File: src/lspMacros.svh
`ifndef LSP_MACROS_SVH
`define LSP_MACROS_SVH

////////////////////////////////////////
// LSP expand sizing
////////////////////////////////////////

// Coefficients in one LSP buffer
`define LSP_M 10

// Scratch memory address width, 2048 words
`define LSP_ADDR_W 11

// Scratch memory word width
`define LSP_DATA_W 32

// Width of the spacing gap input
`define LSP_GAP_W 4

`endif

File: src/lspPkg.sv
`include "lspMacros.svh"

package lspPkg;

	// Q-format coefficient, signed 16 bit
	typedef logic signed [15:0] word16;
	// Raw scratch word, coefficient sign-extended
	typedef logic [`LSP_DATA_W-1:0] word32;
	typedef logic [`LSP_ADDR_W-1:0] memAddr;
	// Minimum spacing, unsigned
	typedef logic [`LSP_GAP_W-1:0] gapVal;

	// Shared ALU operations
	typedef enum logic [1:0]
	{
		ADD,
		SUB,
		SHR1
	} aluOp;

	// Expand controller states, one index per sweep
	typedef enum logic [3:0]
	{
		IDLE,
		READ_A,
		READ_B,
		DIFF,
		ADDGAP,
		HALVE,
		UPDATE_A,
		UPDATE_B,
		WRITE_A,
		WRITE_B,
		NEXT,
		FINISH
	} expandState;

endpackage

File: src/satAlu16.sv
`timescale 1ns/100ps

module satAlu16
(
	input  lspPkg::word16 a,
	input  lspPkg::word16 b,
	input  lspPkg::aluOp op,
	output lspPkg::word16 result
);
	import lspPkg::*;

	// Saturation limits of a 16-bit word
	localparam word16 MaxPos = 16'sh7FFF;
	localparam word16 MaxNeg = 16'sh8000;

	// One extra bit to catch overflow
	logic [16:0] sumWide;
	logic [16:0] diffWide;
	logic [16:0] selWide;
	word16 satVal;
	word16 shrVal;

	////////////////////////////////////////
	// Add and subtract
	////////////////////////////////////////

	// Sign-extend both operands to 17 bits
	assign sumWide = {a[15], a} + {b[15], b};
	assign diffWide = {a[15], a} - {b[15], b};

	assign selWide = (op == SUB) ? diffWide : sumWide;

	// Top two bits disagree on overflow
	always_comb
	begin
		if (selWide[16] != selWide[15])
		begin
			// Bit 16 holds the true sign
			if (selWide[16])
				satVal = MaxNeg;
			else
				satVal = MaxPos;
		end
		else
			satVal = selWide[15:0];
	end

	////////////////////////////////////////
	// Shift and result select
	////////////////////////////////////////

	// Halving keeps the sign
	assign shrVal = a >>> 1;

	always_comb
	begin
		case (op)
			SHR1: result = shrVal;
			default: result = satVal;
		endcase
	end

	// Controller must always steer a legal operation
	opKnown: assert final (!$isunknown(op))
		else $error("satAlu16 op is unknown");

endmodule

File: config.mk
export PLATFORM = sky130hd
export DESIGN_NAME = satAlu16
export DESIGN_NICKNAME = d
export VERILOG_FILES = /design/src/lspPkg.sv /design/src/satAlu16.sv
export VERILOG_INCLUDE_DIRS = /design/src
export SDC_FILE = /design/constraint.sdc
export NUM_CORES = 1
export LEC_CHECK = 0
export ABC_AREA = 1
export BUFFER_PORTS_ARGS = -buffer_cell sky130_fd_sc_hd__buf_2
export CORE_UTILIZATION = 45
export DETAILED_ROUTE_END_ITERATION = 16
export PLACE_DENSITY = 0.72
export REMOVE_ABC_BUFFERS = 1
export SYNTH_ARGS = -nofsm -noshare
export SYNTH_HDL_FRONTEND = slang
export SYNTH_SLANG_ARGS = --single-unit
export TNS_END_PERCENT = 10
File: constraint.sdc
create_clock -name vclk -period 3.8
set_clock_uncertainty 0.2 [all_clocks]
set_input_delay 0.19 -clock vclk [all_inputs]
set_output_delay 0.19 -clock vclk [all_outputs]
set_load 0.05 [all_outputs]
==> flow_summary.toml <==
[drt]
drc = 0
drt-met1-wl_mm = 2.06
vias = 1903
routedWlPerCell_um = 10.3
finalWirelength_mm = 4.07
ant_nets = 0
highest_layer = "met3"
met3WireLength_um = 216
wl_met2_mm = 1.79
first_pass_iters = 4
vias_per_cell = 4.82
drt_iter0_drc = 53

[finish]
instances_no_fill = 395
antenna_cells = 0
numSequentialCells = 0
area_delta_synth_final_pct = 21.4
clock_buffers = 0
drive_gt1_share_pct = 21.8
seqCellArea_um2 = 0
layout_commonest_cell = "nand2_1"
utilization_pct = 57.7
final_cell_mix = "nand2_1, buf_2, inv_1, nor2_1, a21oi_1"
final_area_um2 = 1940
nets = 403

[yosys]
ys_types = 26
syn_area_per_cell_um2 = 5.37
syn_inst = 298
yosysSeqAreaShare_pct = 0
synth_area_um2 = 1600
ys_warn_count = 0

[power]
p_total_mw = 0.653
p_clk_share_pct = 0
switching_power_mw = 0.446
p_sw_share_pct = 68.3
p_comb_share_pct = 100.0
sequentialPowerShare_pct = 0
power_leakage_nw = 1.16
p_int_mw = 0.207
ir_worst_vdd_mv = 0.152
p_per_area_nw_per_um2 = 337

[critical_path]
critPathRequiredTime_ps = 3410
crit_type = "primary input to primary output"
arrival_ps = 3210
end_kind = "primary output"
crit_path_start_kind = "primary input"
critPathMaxFanout = 5

[placed_design]
pre_cts_slack_ps = 168
portBuffers = 50
hpwl_mm = 3.51
place_area_um2 = 1900
place_congestion = 0.834
dp_cells = 392

[sta]
hold_viol_final = 0
fin_crit_ps = 3600
fin_ws_ps = 201
max_clock_freq_mhz = 278
setup_viol = 0
drv_slew = 0
slew_headroom_pct = 74.4
worstMarginPinSlew_ps = 383
post-route-period-util_pct = 94.7
worst_hold_slack_ps = 622
tns_ps = 0
rsz0062_at_grt = "yes"

[die]
core_um2 = 3360
rows = 21
fp.dieH_um = 61.6
die_w_um = 61.6
die_area_um2 = 3800
initial_core_util_pct = 47.5
io_pins = 50

[hold_path]
hp-class = "primary input to primary output"

[grt]
grt_pass1_vias = 1632
grt_start_max_net_pins = 20
grt_pass1_wl_mm = 6.74
grt-ovfl-total = 0
antenna_found_initial = 0
grt_usage_pct = 22.9

[flow_run]
drv_cap = 0

[clock_tree]
holdBufCountCts = 0

[run_status]
status = "finished clean"
[synthesized netlist by cell type (all sizes together)]
cell type | count | area share [%]
nand2 | 101 | 24
nor2 | 44 | 12
inv | 43 | 10
a21oi | 30 | 12
ha | 17 | 13
xor2 | 16 | 8.8
nand3 | 13 | 4.1
xnor2 | 9 | 4.9
o21ai | 5 | 1.6
nor3 | 4 | 1.9
nand3b | 3 | 1.4
o21bai | 3 | 1.4
and2 | 2 | 0.78
buf | 2 | 1.2
clkbuf | 2 | 0.47
a31oi | 1 | 0.39
fa | 1 | 1.3
nand4 | 1 | 0.39
o31ai | 1 | 0.47
[critical path: stages]
cell and delay (ps):
buf_2 110, inv_1 70, ha_1 160, nand2_1 90
nor2_2 180, nor2_1 100, a21oi_1 190, o21ai_0 150
xnor2_1 150, ha_1 380, inv_2 70, nor3_2 180
and2_1 140, nand2_1 70, nand3b_1 110, nand2_2 100
nor2_4 160, nor2_4 70, buf_4 150, a21oi_2 120
buf_2 270
[power by group through the flow]
stage                     clock (mW)  combinational (mW)  sequential (mW)
after floorplan                    0               0.494                0
after global placement             0               0.625                0
after detailed placement           0               0.628                0
after CTS                          0               0.630                0
after global routing               0               0.719                0
final                              0               0.653                0
[kinds of logic (layout without fill, tap and decap cells)]
logic type,Yosys count,after routing,synth area share [%]
AOI/OAI and AO/OA,40,40,15.6
xor gates and xnor gates,25,25,13.7
adders and majority gates,18,18,14.6
buffers and inverters,47,98,11.7
and+or+nand+nor,168,168,44.4
[cell type report]
type                            instances  area (um^2)
Fill cell                             384         1420
Timing Repair Buffer                   55          305
Inverter                               43          161
Tap cell                               46         57.6
Multi-Input combinational cell        251         1420
[final timing paths]
kind	startpoint	to	slack [ps]	cells after the start
worst max-delay path	b[0]	result[13]	200	21
worst min-delay path	a[3]	result[2]	620	4
[per-layer routing]
layer	GRT usage (%)	up-vias
met5	0	-
met4	1.59	0
met3	1.68	0
met2	38.1	47
met1	33.6	813
li1	-	1043
[repair_timing]
item,CTS,global route
setup buffers,0,3
setup endpoints to repair,0,15
gates resized for setup,0,3
Note: power is estimated with default switching activity, not from simulation.
