**config.mk**
```make
export PLATFORM = sky130hd
export DESIGN_NAME = lspExpandFsm
export DESIGN_NICKNAME = d
export VERILOG_FILES = /design/src/lspPkg.sv /design/src/lspExpandFsm.sv
export VERILOG_INCLUDE_DIRS = /design/src
export SDC_FILE = /design/constraint.sdc
export NUM_CORES = 1
export LEC_CHECK = 0
export ABC_AREA = 1
export BUFFER_PORTS_ARGS = -buffer_cell sky130_fd_sc_hd__buf_2
export CAP_MARGIN = 0
export CORE_UTILIZATION = 43
export DETAILED_ROUTE_END_ITERATION = 10
export PLACE_DENSITY = 0.74
export SYNTH_ARGS = -nofsm -noshare
export SYNTH_HDL_FRONTEND = slang
export SYNTH_SLANG_ARGS = --single-unit
```
**constraint.sdc**
```tcl
create_clock -name clk -period 2.85 [get_ports clk]
set_input_delay 0 -clock clk [delete_from_list [all_inputs] [get_ports clk]]
set_output_delay 0 -clock clk [all_outputs]
set_load 0.03 [all_outputs]
```
**src/lspMacros.svh**
```systemverilog
`ifndef LSP_MACROS_SVH
`define LSP_MACROS_SVH

////////////////////////////////////////
// LSP expand sizing
////////////////////////////////////////

// Coefficients in one LSP buffer
`define LSP_M 10

// Scratch memory address width, 2048 words
`define LSP_ADDR_W 11

// Scratch memory word width
`define LSP_DATA_W 32

// Width of the spacing gap input
`define LSP_GAP_W 4

`endif

```
**src/lspPkg.sv**
```systemverilog
`include "lspMacros.svh"

package lspPkg;

	// Q-format coefficient, signed 16 bit
	typedef logic signed [15:0] word16;
	// Raw scratch word, coefficient sign-extended
	typedef logic [`LSP_DATA_W-1:0] word32;
	typedef logic [`LSP_ADDR_W-1:0] memAddr;
	// Minimum spacing, unsigned
	typedef logic [`LSP_GAP_W-1:0] gapVal;

	// Shared ALU operations
	typedef enum logic [1:0]
	{
		ADD,
		SUB,
		SHR1
	} aluOp;

	// Expand controller states, one index per sweep
	typedef enum logic [3:0]
	{
		IDLE,
		READ_A,
		READ_B,
		DIFF,
		ADDGAP,
		HALVE,
		UPDATE_A,
		UPDATE_B,
		WRITE_A,
		WRITE_B,
		NEXT,
		FINISH
	} expandState;

endpackage

```
**src/lspExpandFsm.sv**
```systemverilog
`timescale 1ns/100ps
`include "lspMacros.svh"

module lspExpandFsm
(
	input  logic clk,
	input  logic rstN,
	input  logic start,
	input  lspPkg::memAddr bufAddr,
	input  lspPkg::gapVal gap,
	input  lspPkg::word32 memIn,
	input  lspPkg::word16 aluResult,
	output lspPkg::word16 aluA,
	output lspPkg::word16 aluB,
	output lspPkg::aluOp aluOperation,
	output lspPkg::memAddr memReadAddr,
	output lspPkg::memAddr memWriteAddr,
	output lspPkg::word32 memOut,
	output logic memWriteEn,
	output logic done
);
	import lspPkg::*;

	// Index j runs 1 to M-1
	localparam int IdxW = $clog2(`LSP_M);
	localparam logic [IdxW-1:0] LastIdx = IdxW'(`LSP_M - 1);

	expandState state;
	expandState nextState;
	logic [IdxW-1:0] idx;

	// Latched at start
	memAddr baseReg;
	gapVal gapReg;

	// Working copies of buf[j-1] and buf[j]
	word16 bufA;
	word16 bufB;
	word16 diff;
	word16 shift;

	memAddr addrA;
	memAddr addrB;
	word16 gapWide;
	word16 writeVal;

	////////////////////////////////////////
	// State sequencing
	////////////////////////////////////////

	always_comb
	begin
		nextState = state;
		case (state)
			IDLE:
			begin
				if (start)
					nextState = READ_A;
			end
			READ_A: nextState = READ_B;
			READ_B: nextState = DIFF;
			DIFF: nextState = ADDGAP;
			ADDGAP: nextState = HALVE;
			HALVE:
			begin
				// Skip the update when already spaced
				if (aluResult > 0)
					nextState = UPDATE_A;
				else
					nextState = NEXT;
			end
			UPDATE_A: nextState = UPDATE_B;
			UPDATE_B: nextState = WRITE_A;
			WRITE_A: nextState = WRITE_B;
			WRITE_B: nextState = NEXT;
			NEXT: nextState = (idx == LastIdx) ? FINISH : READ_A;
			FINISH: nextState = IDLE;
			default: nextState = IDLE;
		endcase
	end

	always_ff @(posedge clk)
	begin
		if (!rstN)
		begin
			state <= IDLE;
			idx <= '0;
			done <= 1'b0;
		end
		else
		begin
			state <= nextState;
			// High for the FINISH cycle only
			done <= (state == NEXT) && (idx == LastIdx);
			if ((state == IDLE) && start)
				idx <= IdxW'(1);
			else if (state == NEXT)
				idx <= idx + 1'b1;
		end
	end

	////////////////////////////////////////
	// Working registers
	////////////////////////////////////////

	always_ff @(posedge clk)
	begin
		case (state)
			IDLE:
			begin
				if (start)
				begin
					baseReg <= bufAddr;
					gapReg <= gap;
				end
			end
			// Read data lags the address by one clock
			READ_B: bufA <= word16'(memIn);
			DIFF:
			begin
				bufB <= word16'(memIn);
				diff <= aluResult;
			end
			ADDGAP: diff <= aluResult;
			HALVE: shift <= aluResult;
			UPDATE_A: bufA <= aluResult;
			UPDATE_B: bufB <= aluResult;
			default: ;
		endcase
	end

	////////////////////////////////////////
	// ALU steering
	////////////////////////////////////////

	assign gapWide = {{(16 - `LSP_GAP_W){1'b0}}, gapReg};

	always_comb
	begin
		aluA = bufA;
		aluB = bufB;
		aluOperation = ADD;
		case (state)
			// buf[j] straight from the RAM port
			DIFF:
			begin
				aluB = word16'(memIn);
				aluOperation = SUB;
			end
			ADDGAP:
			begin
				aluA = diff;
				aluB = gapWide;
			end
			HALVE:
			begin
				aluA = diff;
				aluOperation = SHR1;
			end
			UPDATE_A:
			begin
				aluB = shift;
				aluOperation = SUB;
			end
			UPDATE_B:
			begin
				aluA = bufB;
				aluB = shift;
			end
			default: ;
		endcase
	end

	////////////////////////////////////////
	// Memory port
	////////////////////////////////////////

	assign addrA = baseReg + memAddr'(idx) - memAddr'(1);
	assign addrB = baseReg + memAddr'(idx);

	assign memReadAddr = (state == READ_A) ? addrA : addrB;
	assign memWriteAddr = (state == WRITE_B) ? addrB : addrA;
	assign memWriteEn = (state == WRITE_A) || (state == WRITE_B);

	// Coefficient goes back sign-extended
	assign writeVal = (state == WRITE_B) ? bufB : bufA;
	assign memOut = {{(`LSP_DATA_W - 16){writeVal[15]}}, writeVal};

	doneOneCycle: assert property (@(posedge clk) disable iff (!rstN)
		done |=> !done);

	// Writes only on the update path and never straight out of IDLE
	noWriteInIdle: assert property (@(posedge clk) disable iff (!rstN)
		memWriteEn |-> (shift > 0) && ($past(state) != IDLE));

	// Offset from the latched base stays under M even across a wrap
	writeInsideBuf: assert property (@(posedge clk) disable iff (!rstN)
		memWriteEn |-> (memAddr'(memWriteAddr - baseReg) < `LSP_M));

endmodule

```
==> summary.txt, run 1 <==
Placement
  – Dpl cells: 864
  – GPL Wtd Cong: 0.8975
  – IO Port Bufs: 139
  – HPWL after DPL: 9501 um

Die
  – Die width: 110.7 um
  – Initial Utilization: 0.4433
  – Die ar.: 12260 um2
  – Core area: 11470 um2
  – Rows: 39
  – Die Ht: 110.7 um
  – Top-Level Pins: 156

Layout
  – Final nets: 857
  – # diodes: 0
  – Filler Cell Count: 965
  – Area grow syn2layout: 31.63%
  – Non-Filler Instances: 931
  – Final core occ: 0.5835
  – Multi-input gate area: 2062 um2
  – Share of cells above drive strength 1: 0.2678
  – Sequential Area: 2554 um2

Drt
  – First DRT Iteration DRCs: 444
  – ANT nets after route: 0
  – Initial DRT Pass Iterations: 7
  – WL/cell: 15.37 um
  – Vias per cell: 5.189
  – Post-Route WL: 14310 um
  – DRC viols: 0
  – Via count: 4831

Clocking
  – Root buffer cell: clkbuf_16
  – Clk pin slew, worst setup/hold paths: 70 ps
  – Worst skew pair latency: 340 ps
  – Clock sinks: 88
  – H-tree levels: 3
  – CTS tree: done
  – TritonCTS Buffers: 9
  – Clock Path Buffers: 2

Worst setup path
  – Cells on worst reg2reg path: 8
  – Critical-path cell list: ha_4 > fa_1 > inv_1 > ha_2 > inv_2 > nor2_2 > nand3_2 > nor2_2 > nand2_2 > nor2_4 > nand2_1 > nand2_1 > nand3_1 > nand2_1 > buf_6
  – CP startpoint kind: flop
  – WP data arrival: 2760 ps
  – FF-to-FF End: state[3]$_SDFFE_PN0P_
  – CP max FO: 3
  – Worst r2r src: state[1]$_SDFFE_PN0P_
  – Most used cell, CP: nand2_1
  – CP Class: reg -> out
  – Worst Path Required: 2850 ps
  – Worst R2R Setup Slack: 820 ps
  – Slowest stage delay, CP: 500 ps
  – Slowest CP cell: fa_1
  – Critical Path End Type: primary output

Synthesis
  – Register bit count reported by yosys: 88
  – Seq/Total Area, Yosys: 0.5021
  – Count of unique library cells instantiated by Yosys: 30
  – Post-synth top area share: 0.4667
  – Synth Area per Inst: 8.403 um2
  – Post-Syn Instances: 605
  – Warnings, synthesis: 0
  – Area leader, netlist: edfxtp_1
  – Synth Cell Area: 5084 um2
  – Synthesized net count: 679
  – Top cells by area, synth: edfxtp_1 47%, nand2_1 14%, o21ai_0 6.0%, inv_1 5.2%, o211ai_1 4.1%

Global route
  – Grt ovf: 0
  – First-pass GRT wire length: 22950 um
  – Maximum number of pins on one net before global-route repair: 49
  – Antenna violations before repair: 0
  – Vias in the first global route: 4696
  – All-Layer GR Usage: 0.2366

Status
  – Status: finished, final reports clean

STA
  – RSZ-0062 raised after global routing: true
  – Worst-Margin Slew: 840.2 ps
  – Period minus WS final: 2764 ps
  – Fmax achieved: 361.8 MHz
  – Rel. slew slack: 0.4393
  – Worst Clk Skew: 9.813 ps
  – Setup Viol. Count Final: 0
  – Hold Fails Final Rpt: 0
  – Final slew viol count: 0
  – Final cycle utilization of the critical path: 0.9699

Min path
  – Launch point of the worst hold path: start
  – Hold path cells: 3
  – Hold Path End: state[0]$_SDFFE_PN0P_
  – Min-delay worst type: in -> reg

Flow run
  – Max cap viols: 0

Power and ir drop
  – Power per Cell Area: 556.4 nW/um2
  – Leak: 3.036 nW
  – Worst vdd rail ir drop: 0.0003369 V
## power by group
| group | internal (mW) | leakage (nW) | switching (mW) | total (mW) |
|---|---|---|---|---|
| combinational | 0.315 | 2.10 | 0.678 | 0.994 |
| sequential | 1.49 | 0.797 | 0.0396 | 1.53 |
| clock | 0.683 | 0.137 | 0.514 | 1.20 |
## area by class of cell
| type | instances | share of cell area |
|---|---|---|
| Sequential cell | 88 | 0.3816 |
| Multi-Input combinational cell | 404 | 0.3082 |
| Timing Repair Buffer | 202 | 0.1956 |
| Inverter | 78 | 0.04375 |
| Clock buffer | 10 | 0.03422 |
| Tap cell | 143 | 0.02674 |
| Clock inverter | 6 | 0.009910 |
## flip-flops by register name, summed over array words and instances (netlist names)
signal	count
done	1
bufA	16
diff	16
shift	16
bufB	16
idx	4
baseReg	11
state	4
gapReg	4
## layer usage
| metal | wire length [um] | up-vias | part of all wire | track usage |
|---|---|---|---|---|
| met3 | 845 | 35 | 0.059 | 0.04101 |
| met4 | 394 | 0 | 0.028 | 0.1129 |
| met5 | 0 | - | 0 | 0 |
| met1 | 5980 | 2223 | 0.42 | 0.2985 |
| met2 | 7091 | 217 | 0.50 | 0.3942 |
| li1 | - | 2356 | - | - |
## worst max-delay path, delay by kind of cell (launching register included)
kind                     cells  cell delay, ps
flip-flops                   1             410
adder cells (fa/ha/maj)      3             890
buffers and inverters        3             280
AND/OR/NAND/NOR              9             840
## worst max path at each step
stage	startpoint	end	cells after the start
floorplan	state[3]$_SDFFE_PN0P_	memOut[16]	6
global placement	idx[0]$_SDFFE_PN0P_	memWriteAddr[10]	15
detailed placement	idx[0]$_SDFFE_PN0P_	memWriteAddr[8]	13
CTS	baseReg[0]$_DFFE_PP_	memWriteAddr[8]	14
global route	baseReg[0]$_DFFE_PP_	memReadAddr[9]	14
finish	baseReg[0]$_DFFE_PP_	memWriteAddr[10]	15
## Yosys cell counts, drive strengths merged
cell	instances
o21ai	70
nand3	29
ha	7
or2	1
nor3b	1
inv	78
edfxtp	79
a22o	1
nor3	5
dfxtp	9
xor2	6
a2111oi	1
nand4	8
fa	1
o211ai	28
buf	27
a21oi	7
nor4	3
xnor2	3
nand2	198
nor2	35
clkbuf	8
## kinds of logic (layout without fill, tap and decap cells)
logic type      after synthesis  after routing  synth area share
fa+ha+maj                     8              8           0.02117
xor+xnor                      9              9           0.01551
buf+inv                     113            296           0.09845
compound gates              107            107            0.1213
flops                        88             88            0.5021
simple gates                280            280            0.2414
## placed cells by master (no fill, tap or decap), types with 6 or more instances in the layout
master	n
nand2_1	190
buf_2	134
edfxtp_1	79
inv_1	69
o21ai_0	61
dlygate4sd3_1	48
o211ai_1	28
nand3_1	24
nor2_1	20
buf_4	17
nor2_2	10
inv_2	9
clkbuf_16	9
nand4_1	8
nand2_2	8
dfxtp_1	8
a21oi_1	7
o21ai_1	7
xor2_1	6
## stage by stage
stage | setup TNS, ps | total power [mW] | hold WS [ps] | setup slack (ps) | cell area [um2]
finish | 0 | 3.723 | 76.68 | 85.90 | 6691
global route | -379.0 | 3.863 | 104.0 | -94.82 | 6691
CTS | 0 | 3.715 | 74.93 | 20.62 | 6649
detailed placement | 0 | 2.469 | 178.1 | 235.3 | 5846
global placement | 0 | 2.446 | 177.2 | 406.3 | 5846
floorplan | 0 | 2.196 | 98.87 | 13.97 | 5084
## what timing repair did
| action | CTS | global route |
|---|---|---|
| setup buffers | 0 | 3 |
| gates resized for setup | 8 | 7 |
| endpoints found under the hold margin | 82 | 0 |
| pin swaps | 0 | 8 |
| hold buffers | 48 | 0 |
| endpoints found under the setup margin | 6 | 7 |
(Power assumes the default switching activity.)
==> inputs of run 2 (changes only) <==
--- a/config.mk
+++ b/config.mk
@@ -6,7 +6,6 @@
 export SDC_FILE = /design/constraint.sdc
 export NUM_CORES = 1
 export LEC_CHECK = 0
-export ABC_AREA = 1
 export BUFFER_PORTS_ARGS = -buffer_cell sky130_fd_sc_hd__buf_2
 export CAP_MARGIN = 0
 export CORE_UTILIZATION = 43
==> summary.txt, run 2 <==
Worst setup path
  – Slowest stage delay, CP: 390 ps
  – Most used cell, CP: buf_4
  – Slowest CP cell: fa_2
  – WP data arrival: 2810 ps
  – CP Class: reg -> out
  – Critical Path End Type: primary output
  – Crit path buf inv count: 3
  – Critical-path cell list: ha_2 > fa_2 > a211oi_4 > buf_4 > nor3_4 > buf_4 > mux2i_2 > a31oi_2 > nand3b_1 > xor2_1 > buf_4
  – Worst Path Required: 2850 ps
  – Crit-path leading delay family: adder cells
  – CP max FO: 4
  – CP startpoint kind: flop

Synthesis
  – Area leader, netlist: edfxtp_1
  – FFs w/ async S/R, synth: 0
  – Top cells by area, synth: edfxtp_1 48%, mux2_2 7.4%, a222oi_1 5.7%, nand2_1 4.8%, dfxtp_1 3.7%
  – Synth Cell Area: 4895 um2
  – Main flop type after synthesis: edfxtp_1
  – Register bit count reported by yosys: 88
  – Post-synth EDFFs: 79
  – Compound-Gate Fraction of Synth Area: 0.1150
  – Largest family of logic cells by synthesized area: simple AND/OR/NAND/NOR gates
  – Multiplexer area fraction after synthesis: 0.08384
  – Synth Area in XOR/XNOR: 0.05189
  – Synth Area per Inst: 11.10 um2
  – Post-synth top area share: 0.4847
  – Warnings, synthesis: 0
  – Count of unique library cells instantiated by Yosys: 47
  – Post-Syn Instances: 441
  – Commonest cells post-synth: 79 x edfxtp_1, 62 x nand2_1, 41 x inv_1, 32 x mux2_2, 28 x a222oi_1
  – Synthesized net count: 515
  – Adder-Cell Fraction of Synth Area: 0.02198
  – Count leader, synth: edfxtp_1
  – Seq/Total Area, Yosys: 0.5215
  – Post-Synth Simple-Gate Area: 0.1314

STA
  – Hold Worst Slack: 4.110 ps
  – Final slew viol count: 0
  – RSZ-0062 raised after global routing: true
  – Final cycle utilization of the critical path: 0.9870
  – Worst-Margin Slew: 609.1 ps
  – Setup tns final: 0 ps
  – Setup Viol. Count Final: 0
  – Hold Fails Final Rpt: 0
  – Worst Clk Skew: 5.690 ps
  – Fmax achieved: 355.5 MHz
  – Setup slack after layout: 37.05 ps
  – Rel. slew slack: 0.5935
  – Period minus WS final: 2813 ps

Global route
  – All-Layer GR Usage: 0.2381
  – Grt ovf: 0
  – Maximum number of pins on one net before global-route repair: 21
  – First-pass GRT wire length: 20980 um
  – Vias in the first global route: 4181
  – Antenna violations before repair: 0

Drt
  – DRC viols: 0
  – ANT nets after route: 0
  – Initial DRT Pass Iterations: 5
  – WL met3: 1117 um
  – Vias per cell: 5.561
  – Met2 wirelength from detailed routing: 6890 um
  – WL/cell: 18.10 um
  – First DRT Iteration DRCs: 445
  – Top Metal Used: met4
  – Post-Route WL: 13880 um
  – Via count: 4265
  – WL met1: 5584 um

Die
  – Die ar.: 11810 um2
  – Top-Level Pins: 156
  – Initial Utilization: 0.4457
  – Core area: 10980 um2
  – Die Ht: 108.7 um
  – Die width: 108.7 um
  – Rows: 38

Clocking
  – Clock Path Buffers: 2
  – H-tree levels: 3
  – CTS tree: done
  – Root buffer cell: clkbuf_16
  – Worst skew pair latency: 340 ps
  – TritonCTS Buffers: 9
  – Clk pin slew, worst setup/hold paths: 60 ps
  – Clock sinks: 88

Placement
  – GPL Wtd Cong: 0.9330
  – Dpl cells: 700
  – HPWL after DPL: 8991 um
  – IO Port Bufs: 139
  – Dpl ws: 214.8 ps

Layout
  – Commonest non-fill, non-tap cell in the layout: buf_2
  – # diodes: 0
  – Final nets: 697
  – Non-Filler Instances: 767
  – Most frequent cells in the layout: 132 x buf_2, 79 x edfxtp_1, 62 x nand2_1
  – Share of cells above drive strength 1: 0.3764
  – Area grow syn2layout: 34.84%

Power and ir drop
  – Power per Cell Area: 498.4 nW/um2
  – Leak: 2.725 nW
  – Final Total Pwr: 3.290 mW
  – Worst vdd rail ir drop: 0.0003510 V

Min path
  – Min-delay worst type: in -> reg

Flow run
  – Max cap viols: 0

Status
  – Status: finished, final reports clean
-- run 2: cell types whose count changed after synthesis, sizes merged, moves of 7 or more --
cell	before	now
nor3	5	12
nand3	29	9
xor2	6	14
mux2	0	32
inv	78	41
o211ai	28	0
xnor2	3	15
o21ai	70	12
nand2	198	62
nor2	35	21
a222oi	0	28
-- run 2: logic make-up after synthesis --
kind of cell | after synthesis
adders and majority gates | 8
buffers and inverters | 78
DFF | 88
xor gates and xnor gates | 29
AOI/OAI and AO/OA | 70
muxes | 37
and+or+nand+nor | 131
-- run 2: final cells by class --
type | count | area, um2
Clock buffer | 10 | 229.0
Fill cell | 865 | 4383
Tap cell | 140 | 175.2
Timing Repair Buffer | 208 | 1346
Clock inverter | 5 | 82.58
Sequential cell | 88 | 2556
Multi-Input combinational cell | 275 | 2057
Inverter | 41 | 153.9
-- run 2: path summary, 6_finish.rpt --
check	startpoint	to	slack [ps]	cells after the start
max	baseReg[0]$_DFFE_PP_	memReadAddr[10]	40	11
min	memIn[14]	bufA[14]$_DFFE_PP_	4	2
max reg2reg	state[1]$_SDFFE_PN0P_	diff[8]$_DFFE_PP_	790	5
min reg2reg	idx[3]$_SDFFE_PP0P_	idx[3]$_SDFFE_PP0P_	600	2
-- run 2: repair_timing --
action / in CTS / in global routing
gates resized for setup: 9 / 18
endpoints found under the setup margin: 10 / 10
setup buffers: 3 / 3
pin swaps: 2 / 4
hold endpoints to repair: 76 / 0
hold buffers: 46 / 0
-- run 2: metal layers --
layer	global-route usage	vias up
met3	0.04005	29
met1	0.2926	2003
met5	0	-
met2	0.4100	257
li1	-	1976
met4	0.1062	0
-- run 2: stage by stage --
stage | utilization | area [um2]
final | 0.6009 | 6600
after global routing | 0.6009 | 6600
after global placement | 0.5195 | 5705
after detailed placement | 0.5195 | 5705
after floorplan | - | 4901
after CTS | 0.5946 | 6530
-- run 2: power by group --
| part | switching, mW | internal, mW | total (mW) |
|---|---|---|---|
| Sequential | 0.0326 | 1.45 | 1.48 |
| Clock | 0.480 | 0.765 | 1.25 |
| Combinational | 0.347 | 0.217 | 0.564 |
==> inputs of run 3 (changes only) <==
--- a/config.mk
+++ b/config.mk
@@ -6,11 +6,11 @@
 export SDC_FILE = /design/constraint.sdc
 export NUM_CORES = 1
 export LEC_CHECK = 0
-export BUFFER_PORTS_ARGS = -buffer_cell sky130_fd_sc_hd__buf_2
 export CAP_MARGIN = 0
 export CORE_UTILIZATION = 43
 export DETAILED_ROUTE_END_ITERATION = 10
-export PLACE_DENSITY = 0.74
+export DONT_BUFFER_PORTS = 1
+export PLACE_DENSITY = 0.63
 export SYNTH_ARGS = -nofsm -noshare
 export SYNTH_HDL_FRONTEND = slang
 export SYNTH_SLANG_ARGS = --single-unit
==> summary.txt, run 3 (same netlist as run 2, synthesis figures left out) <==
Worst setup path
  – Cells on worst reg2reg path: 5
  – CP max FO: 3
  – Critical-path cell list: ha_4 > fa_2 > xor2_2 > nor3_2 > nand2_1 > or3_4 > mux2i_1 > xor2_1 > buf_4
  – Worst Path Required: 2850 ps
  – Slowest stage delay, CP: 440 ps
  – Worst R2R Setup Slack: 690 ps
  – WP data arrival: 2830 ps
  – CP Class: reg -> out
  – FF-to-FF End: diff[8]$_DFFE_PP_
  – CP startpoint kind: flop
  – Slowest CP cell: or3_4
  – Worst r2r src: state[1]$_SDFFE_PN0P_
  – Critical Path End Type: primary output

Power and ir drop
  – Final Total Pwr: 3.093 mW
  – Power per Cell Area: 503.4 nW/um2
  – Leak: 2.289 nW
  – Worst vdd rail ir drop: 0.0003610 V

Min path
  – Min-delay worst type: in -> reg
  – Hold path cells: 2
  – Hold Path End: state[0]$_SDFFE_PN0P_
  – Launch point of the worst hold path: start

Drt
  – DRC viols: 0
  – Via count: 3851
  – First DRT Iteration DRCs: 430
  – Vias per cell: 5.861
  – WL/cell: 20.75 um
  – Initial DRT Pass Iterations: 6
  – Post-Route WL: 13630 um
  – ANT nets after route: 0

Layout
  – Non-Filler Instances: 657
  – Final nets: 587
  – Share of cells above drive strength 1: 0.2515
  – Area grow syn2layout: 25.54%
  – # diodes: 0
  – Most frequent cells in the layout: 79 x edfxtp_1, 61 x nand2_1, 50 x dlygate4sd3_1
  – Commonest non-fill, non-tap cell in the layout: edfxtp_1

Placement
  – Dpl cells: 583
  – HPWL after DPL: 8680 um
  – GPL Wtd Cong: 0.8026
  – IO Port Bufs: 0
  – Dpl ws: 176.9 ps

Global route
  – All-Layer GR Usage: 0.2342
  – Antenna violations before repair: 0
  – First-pass GRT wire length: 20360 um
  – Grt ovf: 0
  – Vias in the first global route: 3791
  – Maximum number of pins on one net before global-route repair: 19

Clocking
  – Clk pin slew, worst setup/hold paths: 60 ps
  – Clock sinks: 88
  – TritonCTS Buffers: 9
  – Root buffer cell: clkbuf_16
  – Clock Path Buffers: 2
  – CTS tree: done
  – H-tree levels: 3
  – Worst skew pair latency: 350 ps

STA
  – Setup Viol. Count Final: 0
  – Worst-Margin Slew: 694.3 ps
  – Worst Clk Skew: 9.490 ps
  – Setup tns final: 0 ps
  – Period minus WS final: 2830 ps
  – Hold Fails Final Rpt: 0
  – Final cycle utilization of the critical path: 0.9930
  – Setup slack after layout: 19.89 ps
  – Fmax achieved: 353.3 MHz
  – Final slew viol count: 0
  – Rel. slew slack: 0.5338
  – RSZ-0062 raised after global routing: true

Die
  – Initial Utilization: 0.4457
  – Top-Level Pins: 156
  – Die ar.: 11810 um2
  – Die Ht: 108.7 um
  – Die width: 108.7 um
  – Core area: 10980 um2
  – Rows: 38

Status
  – Status: finished, final reports clean

Flow run
  – Max cap viols: 0
==> run 3: what timing repair did <==
item,CTS,global route
pin swaps,2,5
hold endpoints to repair,86,0
buffers inserted,2,7
endpoints found under the setup margin,11,10
hold buffers,50,0
gates resized for setup,2,19
==> run 3: cell type report <==
type,instances,area [um2]
Multi-Input combinational cell,275,2116
Inverter,41,153.9
Sequential cell,88,2557
Clock inverter,6,43.79
Timing Repair Buffer,98,873.3
Clock buffer,9,225.2
Fill cell,895,4838
Tap cell,140,175.2
==> run 3: routing by layer <==
layer | global-route usage | routed length [um] | up-vias
li1 | - | - | 1757
met1 | 0.2922 | 5334 | 1879
met2 | 0.3874 | 6800 | 193
met3 | 0.07113 | 1303 | 22
met4 | 0.07625 | 195 | 0
met5 | 0 | 0 | -
==> run 3: power by group <==
group / leakage, nW / internal, mW / switching (mW) / total [mW]
sequential: 0.795 / 1.45 / 0.0335 / 1.48
combinational: 1.36 / 0.190 / 0.323 / 0.513
clock: 0.132 / 0.590 / 0.509 / 1.10
==> run 3: through the flow <==
stage / util / area (um2) / hold WS (ps)
3_3_place_gp: 0.4735 / 5200 / 98.92
6_report: 0.5595 / 6145 / 103.3
5_1_grt: 0.5595 / 6145 / 144.3
4_1_cts: 0.5452 / 5988 / 93.11
3_5_place_dp: 0.4735 / 5200 / 98.91
2_1_floorplan: - / 4901 / 98.87
==> run 3: worst max-delay path by stage <==
| stage | start | end | depth (start not counted) |
|---|---|---|---|
| 6_report | baseReg[0]$_DFFE_PP_ | memReadAddr[7] | 9 |
| 3_3_place_gp | idx[0]$_SDFFE_PN0P_ | memWriteAddr[7] | 9 |
| 5_1_grt | baseReg[0]$_DFFE_PP_ | memReadAddr[7] | 9 |
| 2_1_floorplan | idx[0]$_SDFFE_PN0P_ | memReadAddr[7] | 8 |
| 4_1_cts | baseReg[0]$_DFFE_PP_ | memReadAddr[7] | 9 |
| 3_5_place_dp | idx[0]$_SDFFE_PN0P_ | memReadAddr[7] | 9 |
==> run 3: worst max-delay path: cells and delay by family (launching register included) <==
| kind | cells | cell delay (ps) |
|---|---|---|
| xor gates and xnor gates | 2 | 380 |
| adders and majority gates | 2 | 600 |
| buffers and inverters | 1 | 180 |
| DFF | 1 | 410 |
| muxes | 1 | 190 |
| and+or+nand+nor | 3 | 720 |
